<file path="src/hdl/coreTypes.sv">
`default_nettype none

package coreTypes;

  typedef logic [4:0]  regAddr;
  typedef logic [31:0] dataWord;

  // one instruction word, viewed per format
  typedef union packed {
    struct packed {
      logic [6:0] funct7;
      regAddr     rs2;
      regAddr     rs1;
      logic [2:0] funct3;
      regAddr     rd;
      logic [6:0] opcode;
    } rType;
    struct packed {
      logic [11:0] imm12;
      regAddr      rs1;
      logic [2:0]  funct3;
      regAddr      rd;
      logic [6:0]  opcode;
    } iType;
    struct packed {
      logic [6:0] immHi;
      regAddr     rs2;
      regAddr     rs1;
      logic [2:0] funct3;
      logic [4:0] immLo;
      logic [6:0] opcode;
    } sType;
    struct packed {
      logic [19:0] imm20;
      regAddr      rd;
      logic [6:0]  opcode;
    } uType;
  } instWord;

  typedef enum logic [2:0] {
    aluNop,
    aluAdd,
    aluSub,
    aluAnd,
    aluOr,
    aluXor,
    aluPassB
  } aluOp;

  typedef enum logic {
    selReg,
    selImm
  } opSel;

  typedef struct packed {
    logic   wEnable;
    regAddr rdAddr;
  } rdCtrl;

  typedef struct packed {
    logic        valid;
    logic [31:0] pc;
    instWord     inst;
  } fetchReg;

  typedef struct packed {
    logic        valid;
    logic [31:0] pc;
    dataWord     rs1Data;
    dataWord     rs2Data;
    dataWord     imm;
    rdCtrl       rd;
    aluOp        alu;
    opSel        bSel;
    logic        isLoad;
    logic        isStore;
    logic        isHalt;
  } decodeReg;

  typedef struct packed {
    logic        valid;
    logic [31:0] pc;
    rdCtrl       rd;
    dataWord     result;
    logic        isHalt;
  } writeReg;

  typedef struct packed {
    logic [31:0] addr; // word address
    instWord     data;
  } progWrite;

  localparam logic [6:0] OPC_OP     = 7'b0110011;
  localparam logic [6:0] OPC_OPIMM  = 7'b0010011;
  localparam logic [6:0] OPC_LUI    = 7'b0110111;
  localparam logic [6:0] OPC_LOAD   = 7'b0000011;
  localparam logic [6:0] OPC_STORE  = 7'b0100011;
  localparam logic [6:0] OPC_SYSTEM = 7'b1110011;

endpackage

`default_nettype wire
</file>
<file path="src/hdl/instFetch.sv">
`timescale 1ns/1ps
`default_nettype none

module instFetch #(
  parameter int IMEM_DEPTH = 64
) (
  input  logic                clk,
  input  logic                arstN,
  input  logic                progValid,
  input  coreTypes::progWrite prog,
  input  logic                fetchEnable,
  input  logic                stall,
  output coreTypes::fetchReg  fetchOut
);

  localparam int IAW = $clog2(IMEM_DEPTH);

  coreTypes::instWord imem [IMEM_DEPTH];
  logic [31:0]        pc;

  always_ff @(posedge clk) begin
    if (progValid) begin
      imem[prog.addr[IAW-1:0]] <= prog.data; // program load port
    end
  end

  always_ff @(posedge clk or negedge arstN) begin
    if (!arstN) begin
      pc       <= '0;
      fetchOut <= '0;
    end else if (!fetchEnable) begin
      pc             <= '0; // next run starts at 0
      fetchOut.valid <= 1'b0;
    end else if (!stall) begin
      fetchOut.valid <= 1'b1;
      fetchOut.pc    <= pc;
      fetchOut.inst  <= imem[pc[IAW+1:2]];
      pc             <= pc + 32'd4;
    end
  end

  // loading is only legal while the pipe is empty
  assertProgIdle: assert property (@(posedge clk) disable iff (!arstN)
    progValid |-> !fetchEnable && !fetchOut.valid);

endmodule

`default_nettype wire

</file>
<file path="config.mk">
export PLATFORM = sky130hd
export DESIGN_NAME = instFetch
export DESIGN_NICKNAME = d
export VERILOG_FILES = /design/src/hdl/coreTypes.sv /design/src/hdl/instFetch.sv
export SDC_FILE = /design/constraint.sdc
export NUM_CORES = 2
export LEC_CHECK = 0
export BUFFER_PORTS_ARGS = -buffer_cell sky130_fd_sc_hd__buf_4
export CAP_MARGIN = 20
export CORE_MARGIN = 2
export CORE_UTILIZATION = 50
export CTS_CLUSTER_SIZE = 16
export DETAILED_ROUTE_END_ITERATION = 12
export PLACE_DENSITY = 0.71
export SLEW_MARGIN = 0
export SYNTH_ARGS = -nofsm -noshare
export SYNTH_HDL_FRONTEND = slang
export SYNTH_SLANG_ARGS = --single-unit
</file>
<file path="constraint.sdc">
create_clock -name clk -period 3.6 [get_ports clk]
set_input_delay 0.36 -clock clk [delete_from_list [all_inputs] [get_ports clk]]
set_output_delay 0.36 -clock clk [all_outputs]
set_load 0.005 [all_outputs]
</file>
; Word level (Yosys, flattened, before mapping)
; Memory sizes are Yosys's and may differ from the RTL's.
; Cells that the tools add are included.
[word_totals]
romBits = 0
register_bits = 97
word_cells = 15
mem_bits_rw = 2048
n_memories = 1
latch_bits = 0
[memory_table]
columns = memory, words, width, read_ports, rd_clocked_by_memory_dff, write_ports, line
row1 = imem, 64, 32, 1, 0, 1, instFetch.sv:18  ; coreTypes::instWord imem [IMEM_DEPTH];
[classes]
bitwise = 1
n_eq_ne = 1
shifts = 0
multipliers = 0
reduce_logical = 1
div = 0
n_mux = 6
add_sub_neg = 1
n_lt_le_gt_ge = 0
[ops]
columns = operator, n
row1 = 65-bit 2-to-1 mux, 1
row2 = 32-bit 2-to-1 mux, 2
row3 = 32-bit by 3-bit adder with 32-bit output (second input constant), 1
row4 = 1-bit 2-to-1 mux, 3
row5 = 2-bit != test (second input constant), 1
row6 = 2-bit AND reduction, 1
row7 = 1-bit inverter, 1

; Logic depth before layout (Yosys ltp)
[logic_depth]
word_depth = 3
mapped_depth = 11
ltp_nobuf = 6

; Least setup slack after synthesis
; No wires, ideal clock.
[synth_timing]
path_type = in2reg
from = input port prog[35] (netlist name)
to = memory imem[48][0] (netlist name) (enable)
path_slack_ps = 55
arrival_time_ps = 3084
required_time_ps = 3139
cell_stages = 4
n_path_buf = 1
path_cell_list = clkbuf_1 nor2b_1 nand4b_1 nor3_1
[synth_lines]
columns = element, line
row1 = start: declaration, instFetch.sv:10  ; input coreTypes::progWrite prog,
row2 = end: declaration, instFetch.sv:18
; No word-level cell before the write port.

; Worst setup path after layout
[layout_timing]
from = register pc[3]
to = register fetchOut[30] (netlist name)
[layout_between]
elab_chain_cells = 1
[layout_lines]
columns = element, line
row1 = start: declaration, instFetch.sv:19  ; logic [31:0] pc;
row2 = start signal: assignment, instFetch.sv:38  ; pc <= pc + 32'd4;
row3 = memory read 64 x 32 bit, n/a
row4 = end: declaration, instFetch.sv:13  ; output coreTypes::fetchReg fetchOut
; Every way passes these cells.
; A chain may end at the register's enable or synchronous reset.

==> results.md <==
- Max VDD drop: 0.000561 V
- Post-detail-place hpwl: 109,000 um
- Number of synthesized register bits: 2,141
- Top-area cell type share of the netlist area: 75.0%
- Core area: between 150,000 and 200,000 um2
- Post-synth top cells: edfxtp_1 (2,048), mux4_2 (503), nand2_1 (150), mux2i_1 (148), nor2_1 (139)
- Yosys top cell by area: edfxtp_1
- Cell Area, Synth: 82,000 um2
- Total power: 50.8 mW
- Worst-Skew Late Latency: 840 ps
- Fill count: 11,498
- GRT Total Usage: 23.9%
- CTS clk-pin slew, worst paths: 60 ps
- Initial antenna violation count: 6
- Most used cell, CP: buf_12
- PortBufs: ~110
- Pwr per Cell Area: approximately 550 nW/um2
- Hold Path Origin: prog[17]
- Top cells by area, synth: edfxtp_1 (75%), mux4_2 (14%), dfrtp_1 (2.8%), mux2i_1 (1.8%), nand2_1 (0.69%)
- Initial core utilization: 50.4%
- Die height: 409 um
- H-tree Lvls: 4
- RSZ-0062 raised after global routing: no
- Vias in the first global route: 40,236
- Status: complete, no violations
- Fin cells: 6,351
- Placed cell areas: 86,600 um2
- Slew HR: 30.0%
- Final wirelength: between 150,000 and 200,000 um
- Avg Inst Size Synth: 22.0 um2
- IO Pins: 134
- DRT Pass-1 Iters: 5
- R2r startpoint: pc[3]$_DFFE_PN0N_
- Die footprint: 167,000 um2
- Met2 routed WL: roughly 96,000 um
- Synth cell types: 62
- Worst-margin pin slew: 1050 ps
- Startpoint types: flop
- Ys Warns: 0
- Final nets: 4,076
- Site Rows: 148
- Crit. End Element: flop
- Setup Crit Path Kind: flop to flop
- Clock Path Buffers: 3
- Global-route wire length before repair: approximately 290,000 um
- Share of post-route cells with drive strength above 1: about 28%
- Dpl ws: between 300 and 400 ps
- Setup TNS: 0 ps
- Clock skew: about 26 ps
- Slowest-stage cell, CP: dfrtp_4
- Post-route cell area: between 90,000 and 100,000 um2
- Vias: 40,230
- Root Buffer: clkbuf_16
- Primary FF master, synth: edfxtp_1
- Multi-input gate area: approximately 18,000 um2
- Length of routed met3 wiring: 19,300 um
- Worst Path Required: 4290 ps
- Syn Inst Count: 3,730
- Crit path DAT: 4030 ps
- Initial DRC Count: 5,227
- Pleak: 28.9 nW
- Slowest stage delay, CP: 830 ps
- Register area: 63,800 um2
- Post-synthesis sequential area ratio: 77.8%
- CP cell instances: buf_12, buf_12, mux4_2, mux2i_1, nor2_1, nor3_1, nand3_1
- Die width: roughly 410 um
- Final core utilization: 57.1%
- Fin. max-slew vios: 0
- Placed cell count: about 6,000
- Period utilisation layout: 92.7%
- Max FO, Critical Path: 50
- Hold WC Path Type: input pin to flop
- Setup ws final: 263 ps
- FMAX: 300 MHz
- ANT nets after route: 0
- Async set-reset flop share out of synthesis: 4.34%
- CTS tree: yes
- GPL Wtd Cong: 0.789
- Crit path time final: 3340 ps
- CP Launch Point: pc[3]$_DFFE_PN0N_
- Metal-1 WL: 77,700 um
- Max-cap violations: 0
- WHS: 54.3 ps
- Top Metal Used: met5
- Num Clock Sinks: 2,141
- Area grow syn2layout: 13.3%
- Most numerous cell in the Yosys netlist: edfxtp_1
- Final setup vio count: 0
- CTS Buf Count: ~200
- DR WL/cell: 31.3 um
- Drt drc: 0
- Post-synth EDFFs: 2,048
- Via-per-instance ratio: 6.33
- Total gr overflow: 0
- Pin count of the biggest net entering global routing: 78
- Final Hold Fails: 0
[timing repair]
item                      in CTS  in global routing
hold endpoints to repair      63                  1
setup buffers                  0                  0
hold buffers                   2                  1
resized for setup              0                  0
[final cells by class]
type / instances / share of cell area (%)
tap: 2175 / 2.93
sequential: 2141 / 68.7
multi-input combinational: 1377 / 18.9
antenna: 1 / 0.00269
inverter: 4 / 0.0175
timing repair buffer: 283 / 2.79
clock buffer: 264 / 5.78
clock inverter: 106 / 0.909
[where the power goes]
group	switching [mW]	internal [mW]	leakage, nW
sequential	0.184	27.5	19.6
combinational	1.59	1.31	6.21
clock	8.90	11.3	3.05
[worst max-delay path: cells and delay by family, from the launching register on]
kind          cells  cell delay [ps]
buf+inv           2              580
simple gates      3              840
flops             1              830
mux               2              870
[sequential cells by signal, indices dropped and copies added (netlist names)]
name and count:
pc 30, imem 2048, fetchOut 63
[cell families after synthesis]
kind of cell | share of synthesized area (%)
DFF | 77.8
muxes | 15.8
and+or+nand+nor | 2.56
AOI/OAI and AO/OA | 2.12
buffers and inverters | 1.41
xor gates and xnor gates | 0.256
adders and majority gates | 0.0153
other | 0.00457
[metal layers]
metal | up-vias | track usage [%]
li1 | 16207 | -
met1 | 21497 | 34.3
met2 | 2180 | 37.6
met3 | 336 | 4.29
met4 | 10 | 7.78
met5 | - | 0
[cells in the final DEF, fill, tap and decap left out, types with 23 or more instances in the layout]
master | netlist | final
clkinv_1 | 0 | 48
nand3_1 | 51 | 51
a22oi_1 | 31 | 31
nand4_1 | 23 | 23
mux2i_1 | 148 | 148
o21ai_0 | 31 | 31
nor2_1 | 139 | 77
clkbuf_16 | 0 | 204
mux4_2 | 503 | 503
clkinv_2 | 0 | 36
edfxtp_1 | 2048 | 2048
a221oi_1 | 39 | 39
nand2_1 | 150 | 150
o211ai_1 | 26 | 26
nor2_4 | 1 | 63
dfrtp_1 | 93 | 88
clkbuf_1 | 81 | 56
buf_12 | 1 | 37
buf_4 | 30 | 243
o22ai_1 | 26 | 26
[path summary, 6_finish.rpt]
| check | slack (ps) | to | cells past startpoint |
|---|---|---|---|
| max | 260 | fetchOut[30]$_DFFE_PN0P_ | 7 |
| max in group asynchronous | 2430 | fetchOut[15]$_DFFE_PN0P_ | 3 |
| min in group asynchronous | 250 | fetchOut[35]$_DFFE_PN0P_ | 2 |
| min | 50 | imem[38][17]$_DFFE_PP_ | 1 |
| min reg2reg | 480 | fetchOut[46]$_DFFE_PN0P_ | 2 |
| max reg2reg | 260 | fetchOut[30]$_DFFE_PN0P_ | 7 |
No activity file was read; power rests on OpenSTA's default activity.
