`config.mk`:
```
export PLATFORM = sky130hd
export DESIGN_NAME = registerFile
export DESIGN_NICKNAME = d
export VERILOG_FILES = /design/src/hdl/coreTypes.sv /design/src/hdl/registerFile.sv
export SDC_FILE = /design/constraint.sdc
export NUM_CORES = 2
export LEC_CHECK = 0
export BUFFER_PORTS_ARGS = -buffer_cell sky130_fd_sc_hd__buf_2
export CORE_ASPECT_RATIO = 0.7
export CORE_UTILIZATION = 60
export CTS_BUF_LIST = sky130_fd_sc_hd__clkbuf_4 sky130_fd_sc_hd__clkbuf_8 sky130_fd_sc_hd__clkbuf_16
export DETAILED_ROUTE_END_ITERATION = 7
export PLACE_DENSITY_LB_ADDON = 0.05
export RECOVER_POWER = 100
export SLEW_MARGIN = 20
export SYNTH_ARGS = -nofsm -noshare
export SYNTH_HDL_FRONTEND = slang
export SYNTH_SLANG_ARGS = --single-unit
```
`constraint.sdc`:
```
create_clock -name clk -period 3.7 [get_ports clk]
set_clock_uncertainty 0.15 [all_clocks]
set_input_delay 0.555 -clock clk [delete_from_list [all_inputs] [get_ports clk]]
set_output_delay 0.555 -clock clk [all_outputs]
set_load 0.05 [all_outputs]
```
`src/hdl/coreTypes.sv`:
```
`default_nettype none

package coreTypes;

  typedef logic [4:0]  regAddr;
  typedef logic [31:0] dataWord;

  // one instruction word, viewed per format
  typedef union packed {
    struct packed {
      logic [6:0] funct7;
      regAddr     rs2;
      regAddr     rs1;
      logic [2:0] funct3;
      regAddr     rd;
      logic [6:0] opcode;
    } rType;
    struct packed {
      logic [11:0] imm12;
      regAddr      rs1;
      logic [2:0]  funct3;
      regAddr      rd;
      logic [6:0]  opcode;
    } iType;
    struct packed {
      logic [6:0] immHi;
      regAddr     rs2;
      regAddr     rs1;
      logic [2:0] funct3;
      logic [4:0] immLo;
      logic [6:0] opcode;
    } sType;
    struct packed {
      logic [19:0] imm20;
      regAddr      rd;
      logic [6:0]  opcode;
    } uType;
  } instWord;

  typedef enum logic [2:0] {
    aluNop,
    aluAdd,
    aluSub,
    aluAnd,
    aluOr,
    aluXor,
    aluPassB
  } aluOp;

  typedef enum logic {
    selReg,
    selImm
  } opSel;

  typedef struct packed {
    logic   wEnable;
    regAddr rdAddr;
  } rdCtrl;

  typedef struct packed {
    logic        valid;
    logic [31:0] pc;
    instWord     inst;
  } fetchReg;

  typedef struct packed {
    logic        valid;
    logic [31:0] pc;
    dataWord     rs1Data;
    dataWord     rs2Data;
    dataWord     imm;
    rdCtrl       rd;
    aluOp        alu;
    opSel        bSel;
    logic        isLoad;
    logic        isStore;
    logic        isHalt;
  } decodeReg;

  typedef struct packed {
    logic        valid;
    logic [31:0] pc;
    rdCtrl       rd;
    dataWord     result;
    logic        isHalt;
  } writeReg;

  typedef struct packed {
    logic [31:0] addr; // word address
    instWord     data;
  } progWrite;

  localparam logic [6:0] OPC_OP     = 7'b0110011;
  localparam logic [6:0] OPC_OPIMM  = 7'b0010011;
  localparam logic [6:0] OPC_LUI    = 7'b0110111;
  localparam logic [6:0] OPC_LOAD   = 7'b0000011;
  localparam logic [6:0] OPC_STORE  = 7'b0100011;
  localparam logic [6:0] OPC_SYSTEM = 7'b1110011;

endpackage

`default_nettype wire
```
`src/hdl/registerFile.sv`:
```
`timescale 1ns/1ps
`default_nettype none

module registerFile (
  input  logic               clk,
  input  logic               arstN,
  input  coreTypes::regAddr  rs1Addr,
  input  coreTypes::regAddr  rs2Addr,
  input  coreTypes::writeReg wb,
  output coreTypes::dataWord rs1Data,
  output coreTypes::dataWord rs2Data
);

  coreTypes::dataWord regs [1:31];
  logic               wrEn;

  assign wrEn = wb.valid && wb.rd.wEnable && wb.rd.rdAddr != 5'd0;

  function automatic coreTypes::dataWord readPort(input coreTypes::regAddr addr);
    if (addr == 5'd0) begin
      return '0;
    end else if (wrEn && addr == wb.rd.rdAddr) begin
      return wb.result; // same-cycle write shows through
    end
    return regs[addr];
  endfunction

  always_comb begin
    rs1Data = readPort(rs1Addr);
    rs2Data = readPort(rs2Addr);
  end

  always_ff @(posedge clk or negedge arstN) begin
    if (!arstN) begin
      for (int i = 1; i < 32; i++) begin
        regs[i] <= '0;
      end
    end else if (wrEn) begin
      regs[wb.rd.rdAddr] <= wb.result;
    end
  end

endmodule

`default_nettype wire

```
* Word-level counts from Yosys, hierarchy flattened *
Index checks and enable logic that the tools add are counted.

storage, ports and cells
  memory bits (read-only) = 0
  logic and storage cells = 67
  memory bits (writable) = 0
  input port bits = 84
  bits in latches = 0
  output and inout bits = 64
  memories = 0
  bits in registers = 992

operators by class
  equality and inequality tests = 2
  shifts and indexed selects = 0
  reductions and logical operators = 8
  div/mod/pow operators = 0
  multiplexer cells = 19
  multiply operators = 0
  bitwise operators = 3
  order comparisons = 4
  add/subtract/negate cells = 0

operators by type and width
  kind                                                 count
  bitwise mux 992 bit                                  1
  two-way mux 32 bit                                   11
  binary-select mux 32 bit (select 5 bit)              2
  demux 32 bit (select 5 bit)                          1
  >= comparator 6 bit (second input constant)          3
  NOT 5 -> 6 bit                                       3
  == test 5 bit                                        2
  zero test 5 bit                                      2
  < comparator 6 x 1 -> 1 bit (second input constant)  1
  logical AND 1 bit                                    5
  nonzero test 5 bit                                   1
  two-way mux 1 bit                                    4

* Depth between registers and ports, before layout *
  depth after elaboration = 6
  gate-level depth with buffers = 9
  depth with buffers taken out = 5

* Worst setup path before layout *
OpenSTA, ideal clock, no wires.

  kind = input -> output
  start = input rs1Addr[0]
  end = output rs1Data[18]
  stages on the path = 8
  data arrival time = 2587 ps
  required time = 2995 ps
  path buffers = 4
  path slack = 408 ps
  path through = buf_2 -> buf_4 -> buf_2 -> buf_2 -> a2111oi_0 -> a21oi_1 -> a41oi_1 -> a31oi_1

on the way
  longest elaborated chain between the ends = 5

RTL lines
  what                                                                           line                                    RTL
  start, declared                                                                registerFile.sv:7                       input coreTypes::regAddr rs1Addr,
  NOT 5 -> 6 bit (not written as such) or == test 5 bit (tied branches)          registerFile.sv:25, registerFile.sv:22
  binary-select mux 32 bit (select 5 bit) or logical AND 1 bit (tied branches)   registerFile.sv:25, registerFile.sv:22
  two-way mux 32 bit (not written as such) or two-way mux 1 bit (tied branches)  registerFile.sv:25, registerFile.sv:22
  two-way mux 32 bit (not written as such) or two-way mux 1 bit (tied branches)  registerFile.sv:25, registerFile.sv:20
  two-way mux 32 bit *                                                           registerFile.sv:25                      return regs[addr];
  end, declared                                                                  registerFile.sv:10                      output coreTypes::dataWord rs1Data,

Mark *: on every way between the ends. The rest lies on a longest branch, timed or not. The select of a mux whose other input is x is not followed.

* Worst setup path in the final report *
  start = input wb[71] in the netlist's numbering
  end = register regs[706] in the netlist's numbering

on the way
  longest elaborated chain between the ends = 2

RTL lines
  what                            line                RTL
  start, declared                 registerFile.sv:9   input coreTypes::writeReg wb,
  logical AND 1 bit (2 in a row)  registerFile.sv:17  assign wrEn = wb.valid && wb.rd.wEnable && wb.rd.rdAddr != 5'd0;
  end signal, assigned by index   registerFile.sv:39  regs[wb.rd.rdAddr] <= wb.result;
  end, declared                   registerFile.sv:14  coreTypes::dataWord regs [1:31];

Every way passes these cells.
A chain may end at the register's enable or synchronous reset.

==> out/qor.csv <==
metric;value;unit
regToRegEndpoint;regs[161]$_DFFE_PN0P_;
wl_met1;71100;um
ys_warn_count;0;
syn_nets;3864;
dr_wl_met3;22200;um
clockBufferDepth;3;
hpwl;110000;um
place_area;0.0570;sq mm
worstPathMaxFanout;24;
cts_sinks;992;
fin_nets;3889;
outcome;complete, but fails checks;
rows;91;
dp.cells;4863;
die-area;0.0905;sq mm
power_switching;8270;uW
ctsRootBufferMaster;clkbuf_16;
holdPathEnd;regs[794]$_DFFE_PN0P_;
rr_worst_depth;1;
p_total;29500;uW
drv_cap;20;
setup_viol;7;
overflow;0;
fin_crit;3710;ps
synth.area.top_cells;dfrtp_1 (46%), mux2_2 (23%), mux4_2 (14%);
grt_start_max_net_pins;98;
yosys.area.top_type_share;46.3;%
fin_crit_sh;100;%
syn_area;0.0536;sq mm
fin_cells;5047;
design.core.area;0.0882;sq mm
p_seq_share;45.3;%
hp-start;wb[27];
wl_per_cell;35.4;um
track_usage;40.0;%
hold_viol;0;
top_register;regs;
drc;0;
fill_cells;5986;
start_util;60.7;%
peakVddDrop;385;uV
rsz0062_at_grt;false;
slew_headroom;-49.5;%
antenna_found_initial;13;
cp.arrival;4110;ps
crit_path_end_kind;flop;
maxSlewViolCount;401;
synth.distinct_cells;48;
die_w;359;um
design_area;0.0597;sq mm
yosys.area.top_type;dfrtp_1;
synth-edff-count;0;
ys.flop_type;dfrtp_1;
hold_slack;97.7;ps
grt_pass1_wl;266000;um
reg2reg_slack;2720;ps
numCtsBuffers;98;
grt_pass1_vias;39000;
ys_seq_elements;992;
ctsHtreeMaxLevel;3;
combPwrFrac;19.1;%
switching_share;28.0;%
critPathKind;in -> reg;
synth_seq_area_share;46.3;%
synth_cells;3780;
largest_registers;regs x992;
crit_required;4110;ps
leakagePower;0.0269;uW
fin_ws;-9.74;ps
violations;max-capacitance violations, max-slew violations, negative setup slack;
power_frac_clock;35.6;%
vias;37700;
wl;179000;um
clk_pin_slew_worst_paths;60;ps
highest_layer;met5;
drtIter0Drc;4735;
power.internal;21200;uW
fmax;270;MHz
ant_nets;0;
synthArstFlopShare;100;%
largest_reg_flops;992;
start_kind;input port;
worstMarginPinSlew;2240;ps
ios;148;
clkLatencyLatePin;680;ps
wl_met2;77200;um
power_density;494;mW/mm^2
syn_avg_cell_area;14.2;sq um
drive_above_1_share;50.0;%
area_growth;11.4;%
drtPass1Iterations;8;
gp_congestion;0.922;
hp-class;in -> reg;
port_buffers;114;
min_path_cells;2;
vias_per_cell;7.47;
cts_tree;done;
r2r_start;regs[161]$_DFFE_PN0P_;
die_h;252;um
cell type report:
| cell class | instances | area [sq um] | share of cell area (%) |
|---|---|---|---|
| clock inverter | 31 | 349 | 0.585 |
| multi-input combinational | 2364 | 27000 | 45.3 |
| inverter | 4 | 15.0 | 0.0251 |
| clock buffer | 146 | 3030 | 5.07 |
| tap | 1162 | 1450 | 2.43 |
| antenna | 3 | 7.51 | 0.0126 |
| timing repair buffer | 345 | 2990 | 5.00 |
| sequential | 992 | 24800 | 41.6 |
through the flow:
step	utilization [%]	TNS (ps)	worst slack, ps
after floorplan	-	0	408
after global placement	64.6	0	39.0
after detailed placement	64.6	-6.58	-6.58
after CTS	68.4	0	10.0
after global routing	67.7	0	9.62
final	67.7	-32.3	-9.74
repair_timing:
| item | CTS | global route |
|---|---|---|
| pin swaps | 1 | 1 |
| endpoints found under the setup margin | 3 | 24 |
| buffers inserted | 0 | 3 |
| endpoints found under the hold margin | 65 | 0 |
| hold buffers | 1 | 0 |
| gates resized for setup | 0 | 1 |
cells by family after synthesis:
family                 Yosys count  synth area share (%)
multiplexers                  1628                  40.8
flip-flops                     992                  46.3
AO/OA/AOI/OAI                  536                  7.31
buffers and inverters          424                  3.57
AND/OR/NAND/NOR                190                  1.86
XOR/XNOR                        10                 0.163
power groups by stage:
stage	registers [uW]	clock network, uW	logic [uW]
after CTS	13300	10600	5610
after global placement	13300	0	5410
after global routing	13500	11000	5940
after detailed placement	13500	0	5580
final	13400	10500	5630
after floorplan	13100	0	4010
cell usage in the layout (no fill, tap or decap), drive strengths merged, types with 16 or more instances in the layout:
cell / Yosys / routed
o221ai: 90 / 90
clkbuf: 219 / 255
o32a: 18 / 18
nor2: 51 / 51
a22oi: 187 / 187
a211o: 43 / 43
a21oi: 134 / 134
mux2: 1097 / 1097
nor2b: 32 / 32
o22ai: 22 / 22
dfrtp: 992 / 992
a221o: 18 / 18
mux2i: 196 / 196
nand2: 39 / 39
clkinv: 0 / 20
nor3b: 29 / 29
mux4: 335 / 335
and3: 16 / 16
buf: 201 / 235
routing by layer:
metal	vias up	global-route usage [%]
met5	-	0
met3	553	12.3
met4	8	15.7
li1	14700	-
met2	2490	58.2
met1	20000	56.7
worst max-delay path, stage by stage:
cell and delay, ps:
buf_2 90, nand2_1 160, nor2_1 340, nand2_1 260
nor2_1 1040, clkbuf_2 1190, mux2_2 430
worst max path at each step:
stage                     slack [ps]                     to  startpoint
after detailed placement          -7            rs1Data[10]      wb[35]
after global routing              10  regs[705]$_DFFE_PN0P_      wb[71]
after global placement            40            rs1Data[10]      wb[35]
after floorplan                  410            rs1Data[18]  rs1Addr[0]
after CTS                         10            rs1Data[10]      wb[34]
final                            -10  regs[706]$_DFFE_PN0P_      wb[71]
cells in the mapped netlist (4+ instances only):
cell and count:
a211o_1 43, a21oi_1 134, a221o_1 18, a22oi_1 187
and3_1 16, buf_1 26, buf_2 147, buf_4 19
buf_6 9, clkbuf_1 219, dfrtp_1 992, inv_1 4
mux2_1 6, mux2_2 1091, mux2i_1 196, mux4_2 335
nand2_1 39, nand2b_1 5, nand3_1 6, nor2_1 51
nor2b_1 32, nor3_1 5, nor3b_1 28, o21ai_0 5
o221ai_1 90, o22ai_1 22, o32a_1 18, xnor2_1 5
xor2_1 5
No activity file was read; power rests on OpenSTA's default activity.
