`config.mk`:
```
export PLATFORM = sky130hd
export DESIGN_NAME = executeStage
export DESIGN_NICKNAME = d
export VERILOG_FILES = /design/src/hdl/coreTypes.sv /design/src/hdl/executeStage.sv
export SDC_FILE = /design/constraint.sdc
export NUM_CORES = 1
export LEC_CHECK = 0
export BUFFER_PORTS_ARGS = -buffer_cell sky130_fd_sc_hd__buf_2
export CAP_MARGIN = 20
export CORE_MARGIN = 3
export CORE_UTILIZATION = 45
export CTS_CLUSTER_DIAMETER = 60
export DETAILED_ROUTE_END_ITERATION = 6
export GPL_TIMING_DRIVEN = 0
export SLEW_MARGIN = 25
export SYNTH_ARGS = -nofsm -noshare
export SYNTH_HDL_FRONTEND = slang
export SYNTH_SLANG_ARGS = --single-unit
```
`constraint.sdc`:
```
create_clock -name clk -period 2.1 [get_ports clk]
set_input_delay 0.315 -clock clk [delete_from_list [all_inputs] [get_ports clk]]
set_output_delay 0.315 -clock clk [all_outputs]
set_load 0.01 [all_outputs]
```
`src/hdl/coreTypes.sv`:
```
`default_nettype none

package coreTypes;

  typedef logic [4:0]  regAddr;
  typedef logic [31:0] dataWord;

  // one instruction word, viewed per format
  typedef union packed {
    struct packed {
      logic [6:0] funct7;
      regAddr     rs2;
      regAddr     rs1;
      logic [2:0] funct3;
      regAddr     rd;
      logic [6:0] opcode;
    } rType;
    struct packed {
      logic [11:0] imm12;
      regAddr      rs1;
      logic [2:0]  funct3;
      regAddr      rd;
      logic [6:0]  opcode;
    } iType;
    struct packed {
      logic [6:0] immHi;
      regAddr     rs2;
      regAddr     rs1;
      logic [2:0] funct3;
      logic [4:0] immLo;
      logic [6:0] opcode;
    } sType;
    struct packed {
      logic [19:0] imm20;
      regAddr      rd;
      logic [6:0]  opcode;
    } uType;
  } instWord;

  typedef enum logic [2:0] {
    aluNop,
    aluAdd,
    aluSub,
    aluAnd,
    aluOr,
    aluXor,
    aluPassB
  } aluOp;

  typedef enum logic {
    selReg,
    selImm
  } opSel;

  typedef struct packed {
    logic   wEnable;
    regAddr rdAddr;
  } rdCtrl;

  typedef struct packed {
    logic        valid;
    logic [31:0] pc;
    instWord     inst;
  } fetchReg;

  typedef struct packed {
    logic        valid;
    logic [31:0] pc;
    dataWord     rs1Data;
    dataWord     rs2Data;
    dataWord     imm;
    rdCtrl       rd;
    aluOp        alu;
    opSel        bSel;
    logic        isLoad;
    logic        isStore;
    logic        isHalt;
  } decodeReg;

  typedef struct packed {
    logic        valid;
    logic [31:0] pc;
    rdCtrl       rd;
    dataWord     result;
    logic        isHalt;
  } writeReg;

  typedef struct packed {
    logic [31:0] addr; // word address
    instWord     data;
  } progWrite;

  localparam logic [6:0] OPC_OP     = 7'b0110011;
  localparam logic [6:0] OPC_OPIMM  = 7'b0010011;
  localparam logic [6:0] OPC_LUI    = 7'b0110111;
  localparam logic [6:0] OPC_LOAD   = 7'b0000011;
  localparam logic [6:0] OPC_STORE  = 7'b0100011;
  localparam logic [6:0] OPC_SYSTEM = 7'b1110011;

endpackage

`default_nettype wire
```
`src/hdl/executeStage.sv`:
```
`timescale 1ns/1ps
`default_nettype none

module executeStage #(
  parameter int DMEM_DEPTH = 16
) (
  input  logic                clk,
  input  logic                arstN,
  input  coreTypes::decodeReg decodeIn,
  output coreTypes::writeReg  wbOut
);

  localparam int DAW = $clog2(DMEM_DEPTH); // depth is a power of two

  coreTypes::dataWord dmem [DMEM_DEPTH];
  coreTypes::dataWord opB;
  coreTypes::dataWord aluOut;
  coreTypes::dataWord effAddr;
  coreTypes::dataWord result;

  assign opB     = decodeIn.bSel == coreTypes::selImm ? decodeIn.imm : decodeIn.rs2Data;
  assign effAddr = decodeIn.rs1Data + decodeIn.imm; // word index

  always_comb begin
    case (decodeIn.alu)
      coreTypes::aluAdd:   aluOut = decodeIn.rs1Data + opB;
      coreTypes::aluSub:   aluOut = decodeIn.rs1Data - opB;
      coreTypes::aluAnd:   aluOut = decodeIn.rs1Data & opB;
      coreTypes::aluOr:    aluOut = decodeIn.rs1Data | opB;
      coreTypes::aluXor:   aluOut = decodeIn.rs1Data ^ opB;
      coreTypes::aluPassB: aluOut = opB;
      default:             aluOut = '0;
    endcase
  end

  // non-writing instructions retire with zero data
  assign result = !decodeIn.rd.wEnable ? '0
                : decodeIn.isLoad      ? dmem[effAddr[DAW-1:0]] : aluOut;

  always_ff @(posedge clk) begin
    if (decodeIn.valid && decodeIn.isStore) begin
      dmem[effAddr[DAW-1:0]] <= decodeIn.rs2Data;
    end
  end

  always_ff @(posedge clk or negedge arstN) begin
    if (!arstN) begin
      wbOut <= '0;
    end else begin
      wbOut.valid  <= decodeIn.valid;
      wbOut.pc     <= decodeIn.pc;
      wbOut.rd     <= decodeIn.rd;
      wbOut.result <= result;
      wbOut.isHalt <= decodeIn.isHalt;
    end
  end

endmodule

`default_nettype wire

```
### Word-level counts from Yosys, hierarchy flattened

Memories as Yosys holds them, arrays and structs flattened.
Cells that the tools add are included.

* register bits after elaboration: 72
* bits in writable memories: 512
* input bits: 144
* output and inout bits: 72
* memories: 1

Memories
* dmem: words 16, bits a word 32, read ports 1, clocked after memory_dff 0, write ports 1, RTL line executeStage.sv:15 `coreTypes::dataWord dmem [DMEM_DEPTH];`

* add/sub/neg operators: 3
* equal/unequal tests: 6
* mux-type cells: 6
* bitwise logic cells: 3
* reduce and logical (&&, ||, !) cells: 1

Operators with widths (number)
* one-hot mux 32 bit (6 select lines): 1
* two-way mux 32 bit: 3
* adder 32 bit: 1
* bitwise AND 32 bit: 1
* bitwise OR 32 bit: 1
* subtractor 32 bit: 1
* bitwise XOR 32 bit: 1
* == test 3 bit, second input constant: 3
* == test 3 x 2 -> 1 bit, second input constant: 2
* adder 4 bit: 1
* == test 3 x 1 -> 1 bit, second input constant: 1
* two-way mux 1 bit: 2
* logical AND 1 bit: 1

### Depth between registers and ports, before layout

* depth in word-level cells: 5
* depth in mapped cells: 21

### Worst setup path after synthesis

Ideal clock, no wire load.

* path kind: input port to flip-flop
* start: input port decodeIn[3] (netlist bit)
* end: register wbOut[28] (netlist bit)
* library setup time: 0.104 ns
* arrival: 4.498 ns
* required time: 1.996 ns
* setup slack: -2.502 ns
* stages: 20
* buffers on the path: 4
* cell sequence: buf_6 buf_2 buf_4 buf_4 mux2i_1 ha_1 o21ai_0 or2_1 nor4_4 a31oi_1 xnor2_1 ha_1 a21o_1 o21bai_1 a2111oi_0 nand3_1 a41oi_1 xnor2_1 nand2_1 a221oi_1

* longest elaborated chain between the ends: 5

RTL lines
* start, declared: RTL line executeStage.sv:9 `input coreTypes::decodeReg decodeIn,`
* two-way mux 32 bit (*): RTL line executeStage.sv:21 `assign opB = decodeIn.bSel == coreTypes::selImm ? decodeIn.imm : decodeIn.rs2Data;`
* subtractor 32 bit, or another cell as far along: RTL line executeStage.sv:27 `coreTypes::aluSub: aluOut = decodeIn.rs1Data - opB;`
* one-hot mux 32 bit (6 select lines) (*): RTL line executeStage.sv:25 `case (decodeIn.alu)`
* two-way mux 32 bit (*): RTL line executeStage.sv:38 `: decodeIn.isLoad ? dmem[effAddr[DAW-1:0]] : aluOut;`
* two-way mux 32 bit (*): RTL line executeStage.sv:37 `assign result = !decodeIn.rd.wEnable ? '0`
* via result[27]: RTL line executeStage.sv:19 `coreTypes::dataWord result;`
* end, declared: RTL line executeStage.sv:10 `output coreTypes::writeReg wbOut`

Mark *: on every way through the listed nets, which the timed path passes. The rest lies on a longest branch.

### Worst setup path after layout

Ends and elaborated chain as after synthesis.

==> run_results.csv <==
group,metric,value,unit
worst_setup_path,cpMostUsedCell,"buf_12",
run_status,violations,"negative setup slack",
pwr,clock_power_share,35.2,%
synthesis,syn_inst,1758,
synthesis,avgSynthCellArea,15.30,um2
worst_setup_path,setup.worst_path.end_class,"flop",
grt,grtUsageTotal,27.41,%
synthesis,ys.flop_type,"edfxtp_1",
worst_setup_path,worst-path-buf-inv,4,
synthesis,synth_warnings,0,
worst_setup_path,critPathLaunchType,"primary input",
cells_and_area,design_area,35430,um2
route,first_pass_iters,5,
worst_setup_path,required,2.60,ns
cells_and_area,nFillCells,4434,
timing,skew,0.01659,ns
worst_setup_path,cpLargestDelayFamily,"compound AO/OA/AOI/OAI gates",
route,drt_iter0_drc,1753,
pwr,switchingPower,8411,uW
timing,whs,0.1110,ns
pwr,peakVddDrop,0.0006701,V
timing,setup_viol,529,
timing,rsz0062_at_grt,"true",
synthesis,synth_edf_count,512,
route,avgViaCountPerCell,5.918,
cells_and_area,nNetsFinal,2475,
run_status,status,"finished with violations",
route,avgRoutedWirePerCell,28.70,um
floorplanning,ios,216,
worst_hold_path,hold_class,"in -> reg",
placement,io_buffers,212,
floorplanning,core,58360,um2
timing,max_slew.worst_pin.slew,1.103,ns
pwr,p_int,22110,uW
cells_and_area,final_common_cell,"edfxtp_1",
worst_setup_path,crit_type,"in -> reg",
route,drc,0,
grt,antenna_found_initial,2,
cts,clk_pin_slew,0.06,ns
worst_setup_path,arrival,4.17,ns
placement,placed_cell_area,30370,um2
route,via_count,18020,
cells_and_area,layout_common_cells,"edfxtp_1 (512), buf_2 (213), nand2_1 (192), mux4_2 (128), buf_4 (98)",
timing,fin_crit,3.672,ns
timing,hold_viol,0,
grt,grt_pass1_wl,124.7,mm
pwr,static-leakage-power,0.01314,uW
cts,cts_buffer_depth,3,
synthesis,ys_seq_area_share,63.88,%
cts,cts_buffers,59,
synthesis,synth_area,26890,um2
floorplanning,die_y,250.4,um
cts,h-tree-depth,2,
grt,grt_start_max_net_pins,45,
worst_setup_path,path_max_fanout,4,
floorplanning,rows,88,
floorplanning,die_area,62720,um2
grt,grt_overflow_total,0,
cells_and_area,area_growth,31.75,%
pwr,p_seq_share,43.0,%
cts,clock-sinks,584,
floorplanning,die_w,250.4,um
pwr,netSwitchingFraction,27.56,%
placement,dp_hpwl,60.10,mm
timing,fmax,0.2723,GHz
worst_setup_path,slowest_delay,0.40,ns
synthesis,synth_nets,2004,
cts,clockRootBuffer,"clkbuf_16",
timing,relSlewSlack,26.47,%
pwr,p_comb_share,21.8,%
floorplanning,start_util,46.08,%
synthesis,synth.distinct_cells,78,
route,routed_wl,87.40,mm
synthesis,async_flop_share,12.33,%
cts,cts_tree,"yes",
timing,worst_slack,-1.572,ns
timing,maxSlewViolCount,0,
grt,first_global_vias,18290,
worst_setup_path,cp_cell_sequence,"buf_16 > buf_12 > buf_12 > buf_12 > mux2i_4 > ha_4 > o21ai_2 > or2_4 > o41a_1 > xnor2_1 > ha_1 > a21o_1 > a21o_4 > a2111oi_4 > nand3_4 > a41oi_2 > xnor2_1 > nand2_1 > a221oi_2",
timing,fin_crit_sh,174.9,%
placement,place.gp.congestion,0.9214,
synthesis,synth_seq_cells,584,
route,ant_nets,0,
cells_and_area,drive_above_1_share,39.95,%
pwr,power_density,861.5,nW/um2
cts,clk_latency,0.63,ns
flow_run,max-cap-violations,0,
worst_setup_path,crit_slowest_cell,"a2111oi_4",
## per-layer routing
layer / routed length (um) / track usage (%) / share of wire (%)
met5: 0 / 0 / 0
met4: 4073 / 11.64 / 4.7
met3: 6540 / 5.669 / 7.5
met2: 42160 / 45.07 / 48
met1: 34630 / 35.58 / 40
## path summary, 6_finish.rpt
check / from / end / slack, ns / cells past startpoint
worst min-delay path: decodeIn[60] / dmem[11][15] / 0.11 / 1
worst max-delay path: decodeIn[3] / wbOut[28] / -1.57 / 19
worst min register to register: dmem[11][3] / wbOut[4] / 1.03 / 5
max in group asynchronous: arstN / wbOut[23] / 1.32 / 3
worst max register to register: dmem[15][28] / wbOut[29] / -0.38 / 6
min in group asynchronous: arstN / wbOut[51] / 0.18 / 2
## flip-flops by register name, indices dropped and copies added, names as in the netlist
signal / flops
dmem: 512
wbOut: 72
## cells in the mapped netlist, types with 4 or more instances
master,count,area (um2)
inv_1,69,259.0
mux4_2,128,2883
buf_2,17,85.08
ha_1,100,1251
mux2i_2,8,110.1
mux2i_1,34,340.3
buf_1,10,37.54
xnor2_1,45,394.1
o21bai_1,4,30.03
nand2b_1,8,50.05
o21ai_0,87,435.4
clkbuf_1,58,217.7
nor2b_1,5,31.28
and2_1,12,75.07
edfxtp_1,512,15370
a221oi_1,36,315.3
a21o_1,20,150.1
or3_1,7,43.79
a31oi_1,14,87.58
xor2_1,5,43.79
nand3_1,39,195.2
o21a_1,7,52.55
nand4_1,7,43.79
dfrtp_1,72,1802
o211ai_1,5,37.54
nand2_1,200,750.7
nor3b_1,6,45.04
nor3_1,14,70.07
nand3b_1,4,30.03
mux2_2,29,326.6
nor4_1,4,25.02
a221o_1,8,80.08
nor2_1,52,195.2
a21oi_1,49,245.2
a211oi_1,17,127.6
## logic make-up (layout without fill, tap and decap cells)
group	after synthesis	in the layout	synth area share, %
buffers and inverters	162	682	2.471
and+or+nand+nor	378	378	6.473
other	0	2	0
AOI/OAI and AO/OA	281	281	6.994
muxes	200	200	13.69
DFF	584	584	63.88
adders and majority gates	102	102	4.802
xor gates and xnor gates	51	51	1.689
## cell type report
class	instances	area (um2)	area share [%]
Clock buffer	69	1555	4.390
Inverter	72	270.3	0.7628
Sequential cell	584	17180	48.48
Antenna cell	2	5.005	0.01413
Buffer	85	832.0	2.349
Tap cell	765	957.2	2.702
Multi-Input combinational cell	1012	10530	29.72
Timing Repair Buffer	415	3672	10.37
Clock inverter	41	429.2	1.211
## timing repair
| item | CTS | global route |
|---|---|---|
| pin swaps | 78 | 58 |
| gates cloned | 8 | 4 |
| hold buffers | 41 | 0 |
| gates resized for setup | 200 | 114 |
| hold endpoints to repair | 82 | 0 |
| setup buffers | 84 | 37 |
| endpoints found under the setup margin | 544 | 539 |
## power by group through the flow
stage	logic, uW	clock network, uW	registers, uW
after floorplan	3250	0	13400
after global placement	5270	0	13400
after detailed placement	5400	0	13400
after CTS	6180	10900	13100
after global routing	7030	11400	13200
final	6640	10700	13100
## worst register-to-register path, stage by stage (launching register included)
cell and delay (ns):
edfxtp_1 0.36, mux4_2 0.46, and2_1 0.19, a211oi_1 0.55, a31oi_1 0.27, o21ai_0 0.45
a31oi_4 0.06
## per-stage QoR
stage	total power (uW)	setup TNS, ns	setup slack, ns	std cells	utilization, %
2_1_floorplan	16670	-398.82	-1.879	1758	-
3_3_place_gp	18640	-945.43	-3.085	2735	50.75
3_5_place_dp	18780	-689.38	-3.118	2764	52.03
4_1_cts	30240	-121.01	-1.529	3004	59.27
5_1_grt	31560	-137.98	-1.612	3044	60.71
6_report	30520	-126.82	-1.572	3045	60.71
(Power assumes the default switching activity.)
