## config.mk

```make
export PLATFORM = sky130hd
export DESIGN_NAME = hazardControl
export DESIGN_NICKNAME = d
export VERILOG_FILES = /design/src/hdl/coreTypes.sv /design/src/hdl/hazardControl.sv
export SDC_FILE = /design/constraint.sdc
export NUM_CORES = 1
export LEC_CHECK = 0
export BUFFER_PORTS_ARGS = -buffer_cell sky130_fd_sc_hd__buf_2
export CAP_MARGIN = 20
export CORE_AREA = 2 2 91 93
export CTS_CLUSTER_DIAMETER = 30
export DETAILED_ROUTE_END_ITERATION = 16
export DIE_AREA = 0 0 93 95
export HOLD_SLACK_MARGIN = 0.03
export PLACE_DENSITY_LB_ADDON = 0.15
export SKIP_LAST_GASP = 1
export SYNTH_ARGS = -nofsm -noshare
export SYNTH_HDL_FRONTEND = slang
export SYNTH_SLANG_ARGS = --single-unit
```

## constraint.sdc

```tcl
create_clock -name clk -period 4.4 [get_ports clk]
set_clock_uncertainty 0.2 [all_clocks]
set_input_delay 0.66 -clock clk [delete_from_list [all_inputs] [get_ports clk]]
set_output_delay 0.66 -clock clk [all_outputs]
set_load 0.1 [all_outputs]
```

## src/hdl/coreTypes.sv

```systemverilog
`default_nettype none

package coreTypes;

  typedef logic [4:0]  regAddr;
  typedef logic [31:0] dataWord;

  // one instruction word, viewed per format
  typedef union packed {
    struct packed {
      logic [6:0] funct7;
      regAddr     rs2;
      regAddr     rs1;
      logic [2:0] funct3;
      regAddr     rd;
      logic [6:0] opcode;
    } rType;
    struct packed {
      logic [11:0] imm12;
      regAddr      rs1;
      logic [2:0]  funct3;
      regAddr      rd;
      logic [6:0]  opcode;
    } iType;
    struct packed {
      logic [6:0] immHi;
      regAddr     rs2;
      regAddr     rs1;
      logic [2:0] funct3;
      logic [4:0] immLo;
      logic [6:0] opcode;
    } sType;
    struct packed {
      logic [19:0] imm20;
      regAddr      rd;
      logic [6:0]  opcode;
    } uType;
  } instWord;

  typedef enum logic [2:0] {
    aluNop,
    aluAdd,
    aluSub,
    aluAnd,
    aluOr,
    aluXor,
    aluPassB
  } aluOp;

  typedef enum logic {
    selReg,
    selImm
  } opSel;

  typedef struct packed {
    logic   wEnable;
    regAddr rdAddr;
  } rdCtrl;

  typedef struct packed {
    logic        valid;
    logic [31:0] pc;
    instWord     inst;
  } fetchReg;

  typedef struct packed {
    logic        valid;
    logic [31:0] pc;
    dataWord     rs1Data;
    dataWord     rs2Data;
    dataWord     imm;
    rdCtrl       rd;
    aluOp        alu;
    opSel        bSel;
    logic        isLoad;
    logic        isStore;
    logic        isHalt;
  } decodeReg;

  typedef struct packed {
    logic        valid;
    logic [31:0] pc;
    rdCtrl       rd;
    dataWord     result;
    logic        isHalt;
  } writeReg;

  typedef struct packed {
    logic [31:0] addr; // word address
    instWord     data;
  } progWrite;

  localparam logic [6:0] OPC_OP     = 7'b0110011;
  localparam logic [6:0] OPC_OPIMM  = 7'b0010011;
  localparam logic [6:0] OPC_LUI    = 7'b0110111;
  localparam logic [6:0] OPC_LOAD   = 7'b0000011;
  localparam logic [6:0] OPC_STORE  = 7'b0100011;
  localparam logic [6:0] OPC_SYSTEM = 7'b1110011;

endpackage

`default_nettype wire
```

## src/hdl/hazardControl.sv

```systemverilog
`timescale 1ns/1ps
`default_nettype none

module hazardControl (
  input  logic                clk,
  input  logic                arstN,
  input  logic                start,
  input  coreTypes::regAddr   rs1Addr,
  input  coreTypes::regAddr   rs2Addr,
  input  logic                usesRs1,
  input  logic                usesRs2,
  input  coreTypes::decodeReg decodeIn,
  input  coreTypes::writeReg  wbIn,
  output logic                fetchEnable,
  output logic                stall,
  output logic                halted
);

  typedef enum logic [1:0] {stIdle, stRun, stDrain, stDone} stateT;

  stateT state;
  logic  haltInDecode;
  logic  rs1Hit;
  logic  rs2Hit;

  assign haltInDecode = decodeIn.valid && decodeIn.isHalt;
  // only the decode register can be ahead of the register file
  assign rs1Hit = usesRs1 && decodeIn.rd.wEnable && rs1Addr == decodeIn.rd.rdAddr;
  assign rs2Hit = usesRs2 && decodeIn.rd.wEnable && rs2Addr == decodeIn.rd.rdAddr;

  assign fetchEnable = state == stRun && !haltInDecode;
  assign stall       = state == stRun && (rs1Hit || rs2Hit);
  assign halted      = state == stDone;

  always_ff @(posedge clk or negedge arstN) begin
    if (!arstN) begin
      state <= stIdle;
    end else begin
      case (state)
        stIdle:  if (start) state <= stRun;
        stRun:   if (haltInDecode) state <= stDrain;
        stDrain: if (wbIn.valid && wbIn.isHalt) state <= stDone;
        stDone:  state <= stIdle; // halted pulse
        default: state <= stIdle;
      endcase
    end
  end

  // a halt never stalls and one bubble clears a dependent pair
  assertStallRun: assert property (@(posedge clk) disable iff (!arstN)
    stall |-> fetchEnable ##1 !stall);

endmodule

`default_nettype wire

```

* Word level (Yosys, flattened, before mapping) *
Cells that the tools add are included.

storage, ports and cells
  flip-flop bits (word level) = 2
  input port bits = 229
  output and inout port bits = 3
  word-level logic and storage cells = 25

cells by class
  equality and inequality tests = 8
  mux-type cells = 4
  reduce and logical (&&, ||, !) cells = 12

operator list
  cell                                                             count
  5-bit == test                                                    2
  1-bit logical AND                                                8
  2-bit one-hot mux with 4 select lines                            1
  2-bit 2-to-1 mux                                                 3
  2-bit != test, second input constant                             3
  2-bit == test, second input constant                             2
  3-bit AND reduction                                              1
  2-bit by 1-bit == test with 1-bit output, second input constant  1
  2-bit zero test                                                  1
  1-bit zero test                                                  1
  1-bit logical OR                                                 1

* Depth between registers and ports, before layout *
Gate-level depths: netlist of run 1.

  word-level depth = 4
  mapped depth = 5
  mapped depth without buffers = 5

* Least setup slack after synthesis of run 1 *
No wires, ideal clock.

  path type = input-to-output
  start point = in decodeIn[9] (netlist bit)
  end point = out stall
  data arrival time = 2.388 ns
  data required time = 3.540 ns
  path slack = 1.152 ns
  cell stages on the path = 3
  path buffers = 0
  cell sequence = xnor2_1 nand4_1 o22ai_1

between the ends
  longest elaborated chain between the ends = 4
  elaborated cells between the ends (all ways) = 6
  those cells by class = eq/ne (2); reduce/logical (4)

RTL lines
  element                                      RTL line                                  source
  start: declaration                           hazardControl.sv:12                       input coreTypes::decodeReg decodeIn,
  5-bit == test, on equally long branches      hazardControl.sv:28, hazardControl.sv:29
  1-bit logical AND, on equally long branches  hazardControl.sv:28, hazardControl.sv:29
  1-bit logical OR *                           hazardControl.sv:32                       assign stall = state == stRun && (rs1Hit || rs2Hit);
  1-bit logical AND *                          hazardControl.sv:32
  end: declaration                             hazardControl.sv:15                       output logic stall,

Mark *: on every way between the ends. The rest lies on a longest branch, timed or not.

* Worst setup path in the final report of run 1 *
  start point = reg state[1]
  end point = out stall

between the ends
  longest elaborated chain between the ends = 2

RTL lines
  element                                   RTL line             source
  start: declaration                        hazardControl.sv:21  stateT state;
  start signal: assignment                  hazardControl.sv:37  state <= stIdle;
  start signal: assignment                  hazardControl.sv:40  stIdle: if (start) state <= stRun;
  start signal: assignment                  hazardControl.sv:41  stRun: if (haltInDecode) state <= stDrain;
  2-bit by 1-bit == test with 1-bit output  hazardControl.sv:32
  1-bit logical AND                         hazardControl.sv:32

Every way passes these cells.

==> flow_summary.ini, run 1 <==
[logic_synthesis]
synth_cell_types = 11
netlist_instances = 29
syn_avg_cell_area_sq_um = 10.1
yosysSeqAreaShare_pct = 17.0
netlist_area_sq_um = 294
ys_seq_elements = 2
syn-num-nets = 262
synth_area_leaders = xnor2_1 (30%), dfrtp_1 (17%), ha_1 (17%)
synth_top_cell_by_area = xnor2_1
yosysWarnings = 0
synth_top_area_share_pct = 29.8

[route]
wirelength_microns = 985
routedWlPerCell_microns = 5.97
dr.pass1.iters = 1
num_vias = 334
ant_nets = 0
via_per_inst = 2.02
drc = 0
drt-initial-drc-count = 0

[timing]
max_freq_mhz = 398
worst_pin_slew_ns = 0.487
setup_ws_ns = 1.89
hold_viol = 0
setup_viol = 0
rsz0062_at_grt = false
drv_slew = 0
max_slew_margin_pct = 67.7
finalSetupTns_ns = 0
period_share_pct = 57.1
period_minus_slack_ns = 2.51

[layout]
n_antenna_cell = 0
fin_area_sq_um = 612
fin_cells = 165
drive_above_1_share_pct = 56.7
reg.largest.list = state x2
top_register = state
syn_to_final_growth_pct = 108
largest_reg_flops = 2
final_nets = 295

[die]
initial_core_util_pct = 3.71
num_rows = 33
floorplan.die_area_sq_um = 8840
die_w_microns = 93
core_sq_um = 7930
die_h_microns = 95
pin_count = 232

[placed_design]
pre_cts_ws_ns = 1.89
portBuffers = 27
placed_area_sq_um = 561
placed_cells = 161
routabilityCongestion = 0.579

[cts]
htreeDepth = 1
clk_path_buf_depth = 2
cts.sinks = 2
cts.clk_slew.worst_paths_ns = 0.03
insertion_delay_ns = 0.21
cts_root_buf = clkbuf_8
cts_buffers = 3
cts_hold_buf = 1
cts_resized = 0
cts_setup_buffers = 0
cts_tree = done

[setup_path]
rr_startpoint = state[1]$_DFFE_PN0P_
reg2regPathDepth = 5
reg2reg_slack_ns = 2.62
path_class = flip-flop to output port
rr_endpoint = state[1]$_DFFE_PN0P_
cp_max_fo = 4
required_ns = 3.54
cp-end-kind = output port
worstPathArrival_ns = 1.65
critPathLaunchType = flip-flop

[hold_path]
worstHoldPathCells = 1
hold_start = state[0]$_DFFE_PN0P_
hold_class = flip-flop to flip-flop
min_to = state[0]$_DFFE_PN0P_

[power_and_ir_drop]
p_int_mw = 0.159
peakVddDrop_mv = 0.0871
power_switching_mw = 0.135
swShare_pct = 46.0
share_seq_of_total_power_pct = 14.3
leakage_nw = 0.251
pwr-share-clk_pct = 24.6
p_comb_share_pct = 61.2
powerDensity_nw_per_um2 = 480

[global_routing]
track_usage_pct = 2.49
grt_remaining_overflow = 0
grt_pass1_vias = 370
grt_pass1_wl_microns = 1570
antenna_found_initial = 0
grt_start_max_net_pins = 5

[status]
status = finished clean

[job]
maxCapViolations = 0
-- cell families (layout without fill, tap and decap cells) --
| group | Yosys count | after routing | share of synthesized area [%] |
|---|---|---|---|
| XOR/XNOR | 10 | 10 | 29.8 |
| buffers and inverters | 3 | 34 | 3.83 |
| AO/OA/AOI/OAI | 4 | 4 | 17.4 |
| flip-flops | 2 | 2 | 17.0 |
| multiplexers | 1 | 1 | 5.10 |
| AND/OR/NAND/NOR | 5 | 5 | 9.78 |
| adder cells (fa/ha/maj) | 4 | 4 | 17.0 |
-- layer usage --
metal | track usage (%) | share of wire [%]
met1 | 2.39 | 38
met2 | 4.11 | 50
met3 | 0.798 | 9.8
met4 | 2.57 | 1.7
met5 | 0 | 0
-- cells in the final DEF, fill, tap and decap left out, drive strengths merged --
master,instances
a21boi,1
a221oi,1
buf,27
clkbuf,3
dfrtp,2
dlygate4sd3,1
ha,4
inv,3
mux2,1
nand2,1
nand4,4
o22ai,1
o32a,1
xnor2,10
-- how the worst max path moves through the flow --
stage,start,end,slack [ns],cells after the start
6_report,state[1]$_DFFE_PN0P_,stall,1.89,5
5_1_grt,state[1]$_DFFE_PN0P_,stall,1.74,5
4_1_cts,state[1]$_DFFE_PN0P_,stall,1.83,5
3_5_place_dp,decodeIn[9],stall,1.89,5
3_3_place_gp,decodeIn[10],stall,1.88,5
2_1_floorplan,decodeIn[9],stall,1.15,3
-- critical path, stage by stage, from the launching register on --
cell     delay, ns
dfrtp_1       0.42
inv_1         0.10
ha_1          0.23
nand4_1       0.11
o22ai_1       0.14
buf_2         0.44
-- final cells by class --
class                           count  area (sq um)
Fill cell                         953          7320
Multi-Input combinational cell     24           233
Timing Repair Buffer               28           145
Tap cell                          105           131
Sequential cell                     2          50.0
Clock buffer                        3          41.3
Inverter                            3          11.3
-- stage by stage --
step           utilization (%)  hold WS (ns)  power (mW)
2_1_floorplan                -         0.164       0.184
3_3_place_gp              7.07         0.249       0.222
3_5_place_dp              7.07         0.250       0.224
4_1_cts                   7.72         0.397       0.301
5_1_grt                   7.72         0.430       0.317
6_report                  7.72         0.399       0.294
-- synth_stat cells --
cell	count
mux2_4	1
a221oi_2	1
nand2_1	1
ha_1	4
o22ai_1	1
xnor2_1	10
nand4_1	4
dfrtp_1	2
inv_1	3
o32a_2	1
a21boi_4	1
-- power groups by stage --
| stage | Combinational (mW) | Sequential (mW) | Clock [mW] |
|---|---|---|---|
| after global placement | 0.182 | 0.0408 | 0 |
| after floorplan | 0.146 | 0.0373 | 0 |
| after CTS | 0.184 | 0.0416 | 0.0756 |
| after global routing | 0.198 | 0.0438 | 0.0757 |
| final | 0.180 | 0.0419 | 0.0722 |
| after detailed placement | 0.182 | 0.0421 | 0 |
Note: power is estimated with default switching activity, not from simulation.
==> inputs of run 2 (changes only) <==
Clock period 4.4 ns to 2.1 ns, I/O delays scaled along.
==> run 2 against run 1 <==
Die area is the same. Critical path type unchanged. Core utilization grew 0.74 points. Clock power grew 110%. Largest power group unchanged. Worst hold slack lost 0.18 ns. Setup slack lost 1.7 ns. Final cell count grew 0.61%.
==> flow_summary.ini, run 2 (synthesized netlist as in run 1, its figures left out) <==
[setup_path]
worstPathArrival_ns = 1.44
cp_max_fo = 4
path_class = flip-flop to output port
critPathLaunchType = flip-flop
reg2reg_slack_ns = 0.38
cp-end-kind = output port
required_ns = 1.58

[global_routing]
grt_pass1_wl_microns = 1500
track_usage_pct = 2.35
grt_start_max_net_pins = 5
grt_remaining_overflow = 0
grt_pass1_vias = 326
antenna_found_initial = 1

[route]
ant_nets = 0
dr.pass1.iters = 2
via_per_inst = 1.98
num_vias = 329
wirelength_microns = 1050
drc = 0
routedWlPerCell_microns = 6.30
drt-initial-drc-count = 11

[job]
maxCapViolations = 0

[layout]
fillers = 937
layout_common_cells = buf_2 (25), xnor2_1 (10), nand4_1 (4)
final_nets = 295
final_common_cell = buf_2
top_register = state
reg.largest.list = state x2
fin_area_sq_um = 671
largest_reg_flops = 2
syn_to_final_growth_pct = 128
drive_above_1_share_pct = 60.0

[timing]
worst_pin_slew_ns = 0.484
hold_viol = 0
max_slew_margin_pct = 68.0
period_share_pct = 93.2
rsz0062_at_grt = false
period_minus_slack_ns = 1.96
setup_viol = 0
drv_slew = 0
max_freq_mhz = 511
finalSetupTns_ns = 0

[die]
pin_count = 232
die_w_microns = 93
core_sq_um = 7930
initial_core_util_pct = 3.71
floorplan.die_area_sq_um = 8840
die_h_microns = 95
num_rows = 33

[cts]
htreeDepth = 1
cts_buffers = 3
cts_tree = done
clk_path_buf_depth = 2
insertion_delay_ns = 0.21
cts.sinks = 2
cts.clk_slew.worst_paths_ns = 0.03
cts_root_buf = clkbuf_8

[power_and_ir_drop]
leakage_nw = 0.257
peakVddDrop_mv = 0.164
powerDensity_nw_per_um2 = 993

[placed_design]
placed_area_sq_um = 604
portBuffers = 27
routabilityCongestion = 0.590

[status]
status = finished clean

[hold_path]
hold_class = primary input to async pin
-- run 2: where the power goes --
| group | total, mW | switching (mW) | internal (mW) |
|---|---|---|---|
| registers | 0.0892 | 0.0281 | 0.0611 |
| clock network | 0.153 | 0.0314 | 0.121 |
| logic | 0.424 | 0.240 | 0.184 |
| total | 0.666 | 0.300 | 0.367 |
-- run 2: routing by layer --
layer	vias up	global-route usage (%)	share of wire (%)
met5	-	0	0
met1	138	2.58	39
li1	168	-	-
met4	0	1.47	1.5
met2	21	3.68	45
met3	2	1.12	15
-- run 2: cell type report --
cell class	instances	area (sq um)	share of cell area, %
inverters	3	11.3	1.68
multi-input cells	24	259	38.6
well taps	105	131	19.6
clock buffers	3	41.3	6.16
flip-flops and latches	2	50.0	7.46
repair buffers	28	175	26.1
diodes	1	2.50	0.373
-- run 2: timing repair --
item / in CTS / in global routing
hold buffers: 1 / 0
endpoints found under the setup margin: 0 / 1
gates resized for setup: 0 / 2
endpoints found under the hold margin: 2 / 0
setup buffers: 0 / 0
-- run 2: critical path: stages (launching register included) --
cell and delay [ns]:
dfrtp_1 0.40, inv_1 0.12, ha_4 0.16, nand4_1 0.14
o22ai_4 0.20, buf_12 0.20
-- run 2: stage by stage --
step	utilization [%]	hold slack [ns]	instances	power, mW	setup WS (ns)
after floorplan	-	-0.181	29	0.388	0.0954
after global placement	7.62	-0.101	161	0.498	0.231
after detailed placement	7.62	-0.0985	161	0.500	0.235
after CTS	8.27	0.225	165	0.661	0.000739
after global routing	8.43	0.244	165	0.718	0.0597
final	8.46	0.223	166	0.666	0.142
-- run 2: worst paths after layout --
path / start / end / cells past startpoint
max: state[1]$_DFFE_PN0P_ / stall / 5
min: arstN / state[0]$_DFFE_PN0P_ / 2
max reg2reg: state[0]$_DFFE_PN0P_ / state[1]$_DFFE_PN0P_ / 4
min reg2reg: state[1]$_DFFE_PN0P_ / state[1]$_DFFE_PN0P_ / 1
max in group asynchronous: arstN / state[1]$_DFFE_PN0P_ / 2
min in group clk: start / state[1]$_DFFE_PN0P_ / 4
==> inputs of run 3 (changes only) <==
Settings changed: RECOVER_POWER set to 100.
==> run 3 against run 2 <==
Wire length decreased by 0.86%. Setup slack got worse by 0.027 ns. Worst hold slack better by 0.0022 ns. Via count stayed put. First-iteration DRC count is the same. Clock power hardly changed. Critical path depth did not move. Die area stayed put. Core utilization shrank 0.30 points. Design area down 3.5%. Clock-buffer cell count stayed put. Non-clock buffer count did not move. Critical path type unchanged.
==> flow_summary.ini, run 3 (synthesized netlist as in run 1, its figures left out) <==
[timing]
max_freq_mhz = 504
setup_viol = 0
hold_viol = 0
drv_slew = 0
max_slew_margin_pct = 64.3
rsz0062_at_grt = false
finalSetupTns_ns = 0
worst_pin_slew_ns = 0.538
period_minus_slack_ns = 1.98
period_share_pct = 94.5

[die]
die_w_microns = 93
die_h_microns = 95
core_sq_um = 7930
floorplan.die_area_sq_um = 8840
initial_core_util_pct = 3.71
num_rows = 33
pin_count = 232

[layout]
layout_common_cells = buf_2 (23), xnor2_1 (10), nand4_1 (4)
drive_above_1_share_pct = 56.7
top_register = state
final_common_cell = buf_2
fin_util_pct = 8.16
fin_cells = 166
largest_reg_flops = 2
syn_to_final_growth_pct = 120
final_nets = 295
reg.largest.list = state x2

[cts]
cts_tree = done
cts_root_buf = clkbuf_8
cts_buffers = 3
cts_setup_buffers = 0
cts.sinks = 2
clk_path_buf_depth = 2
cts.clk_slew.worst_paths_ns = 0.03
insertion_delay_ns = 0.21
htreeDepth = 1

[power_and_ir_drop]
totalPowerFinal_mw = 0.643
powerDensity_nw_per_um2 = 995
peakVddDrop_mv = 0.163
leakage_nw = 0.248

[setup_path]
slowest_delay_ns = 0.40
cp-end-kind = output port
path_class = flip-flop to output port
required_ns = 1.58
path_cells = inv_1, ha_4, nand4_1, o22ai_4, buf_6
worstPathArrival_ns = 1.47
critPathLaunchType = flip-flop
slowest_stage = dfrtp_1
cp_max_fo = 4

[global_routing]
grt_busiest_layer = met2
grt_remaining_overflow = 0
use_met3_pct = 1.12
track_usage_pct = 2.35
grt_pass1_wl_microns = 1500
grt_pass1_vias = 326
antenna_found_initial = 1
globalRouteMet1Util_pct = 2.58
grt_start_max_net_pins = 5
met2_usage_pct = 3.68

[status]
status = finished clean

[route]
ant_nets = 0
dr.pass1.iters = 2
routedWlPerCell_microns = 6.25
num_vias = 329
drc = 0
wirelength_microns = 1040
via_per_inst = 1.98
drt-initial-drc-count = 11

[placed_design]
routabilityCongestion = 0.590
placed_cells = 161
portBuffers = 27

[job]
maxCapViolations = 0

[hold_path]
hold_class = primary input to async pin
## run 3: cell type report
class	instances	area, sq um
Tap cell	105	131
Sequential cell	2	50.0
Multi-Input combinational cell	24	245
Timing Repair Buffer	28	165
Antenna cell	1	2.50
Fill cell	941	7280
Clock buffer	3	41.3
Inverter	3	11.3
## run 3: worst max-delay path: cells and delay by family, from the launching register on
kind                       cells  cell delay (ns)
DFF                            1             0.40
buffers and inverters          2             0.36
AOI/OAI and AO/OA              1             0.18
adders and majority gates      1             0.16
and+or+nand+nor                1             0.14
## run 3: final timing paths
path                                      start                   end  slack (ns)  cells after the start
max                        state[1]$_DFFE_PN0P_                 stall        0.12                      5
min                                       arstN  state[0]$_DFFE_PN0P_        0.23                      2
max reg2reg                state[1]$_DFFE_PN0P_  state[1]$_DFFE_PN0P_        0.22                      5
min reg2reg                state[1]$_DFFE_PN0P_  state[1]$_DFFE_PN0P_        0.39                      1
max in group asynchronous                 arstN  state[1]$_DFFE_PN0P_        1.35                      2
min in group clk           state[1]$_DFFE_PN0P_  state[1]$_DFFE_PN0P_        0.39                      1
## run 3: stage by stage
stage / hold WS, ns / area (sq um) / setup slack, ns
3_5_place_dp: -0.0985 / 604 / 0.235
6_report: 0.225 / 647 / 0.115
2_1_floorplan: -0.181 / 308 / 0.0954
3_3_place_gp: -0.101 / 604 / 0.231
4_1_cts: 0.225 / 656 / 0.000739
5_1_grt: 0.238 / 644 / 0.0370
## run 3: timing repair
action                                  CTS  global route
hold buffers                              1             0
hold endpoints to repair                  2             0
gates resized for setup                   0             2
endpoints found under the setup margin    0             1
## run 3: per-layer routing
| layer | part of all wire [%] | vias to the layer above |
|---|---|---|
| li1 | - | 168 |
| met1 | 38 | 138 |
| met2 | 45 | 21 |
| met3 | 15 | 2 |
| met4 | 1.5 | 0 |
| met5 | 0 | - |
## run 3: where the power goes
| part | internal, mW | leakage, nW | switching, mW |
|---|---|---|---|
| Combinational | 0.168 | 0.203 | 0.233 |
| Clock | 0.121 | 0.0216 | 0.0315 |
| Sequential | 0.0611 | 0.0237 | 0.0282 |
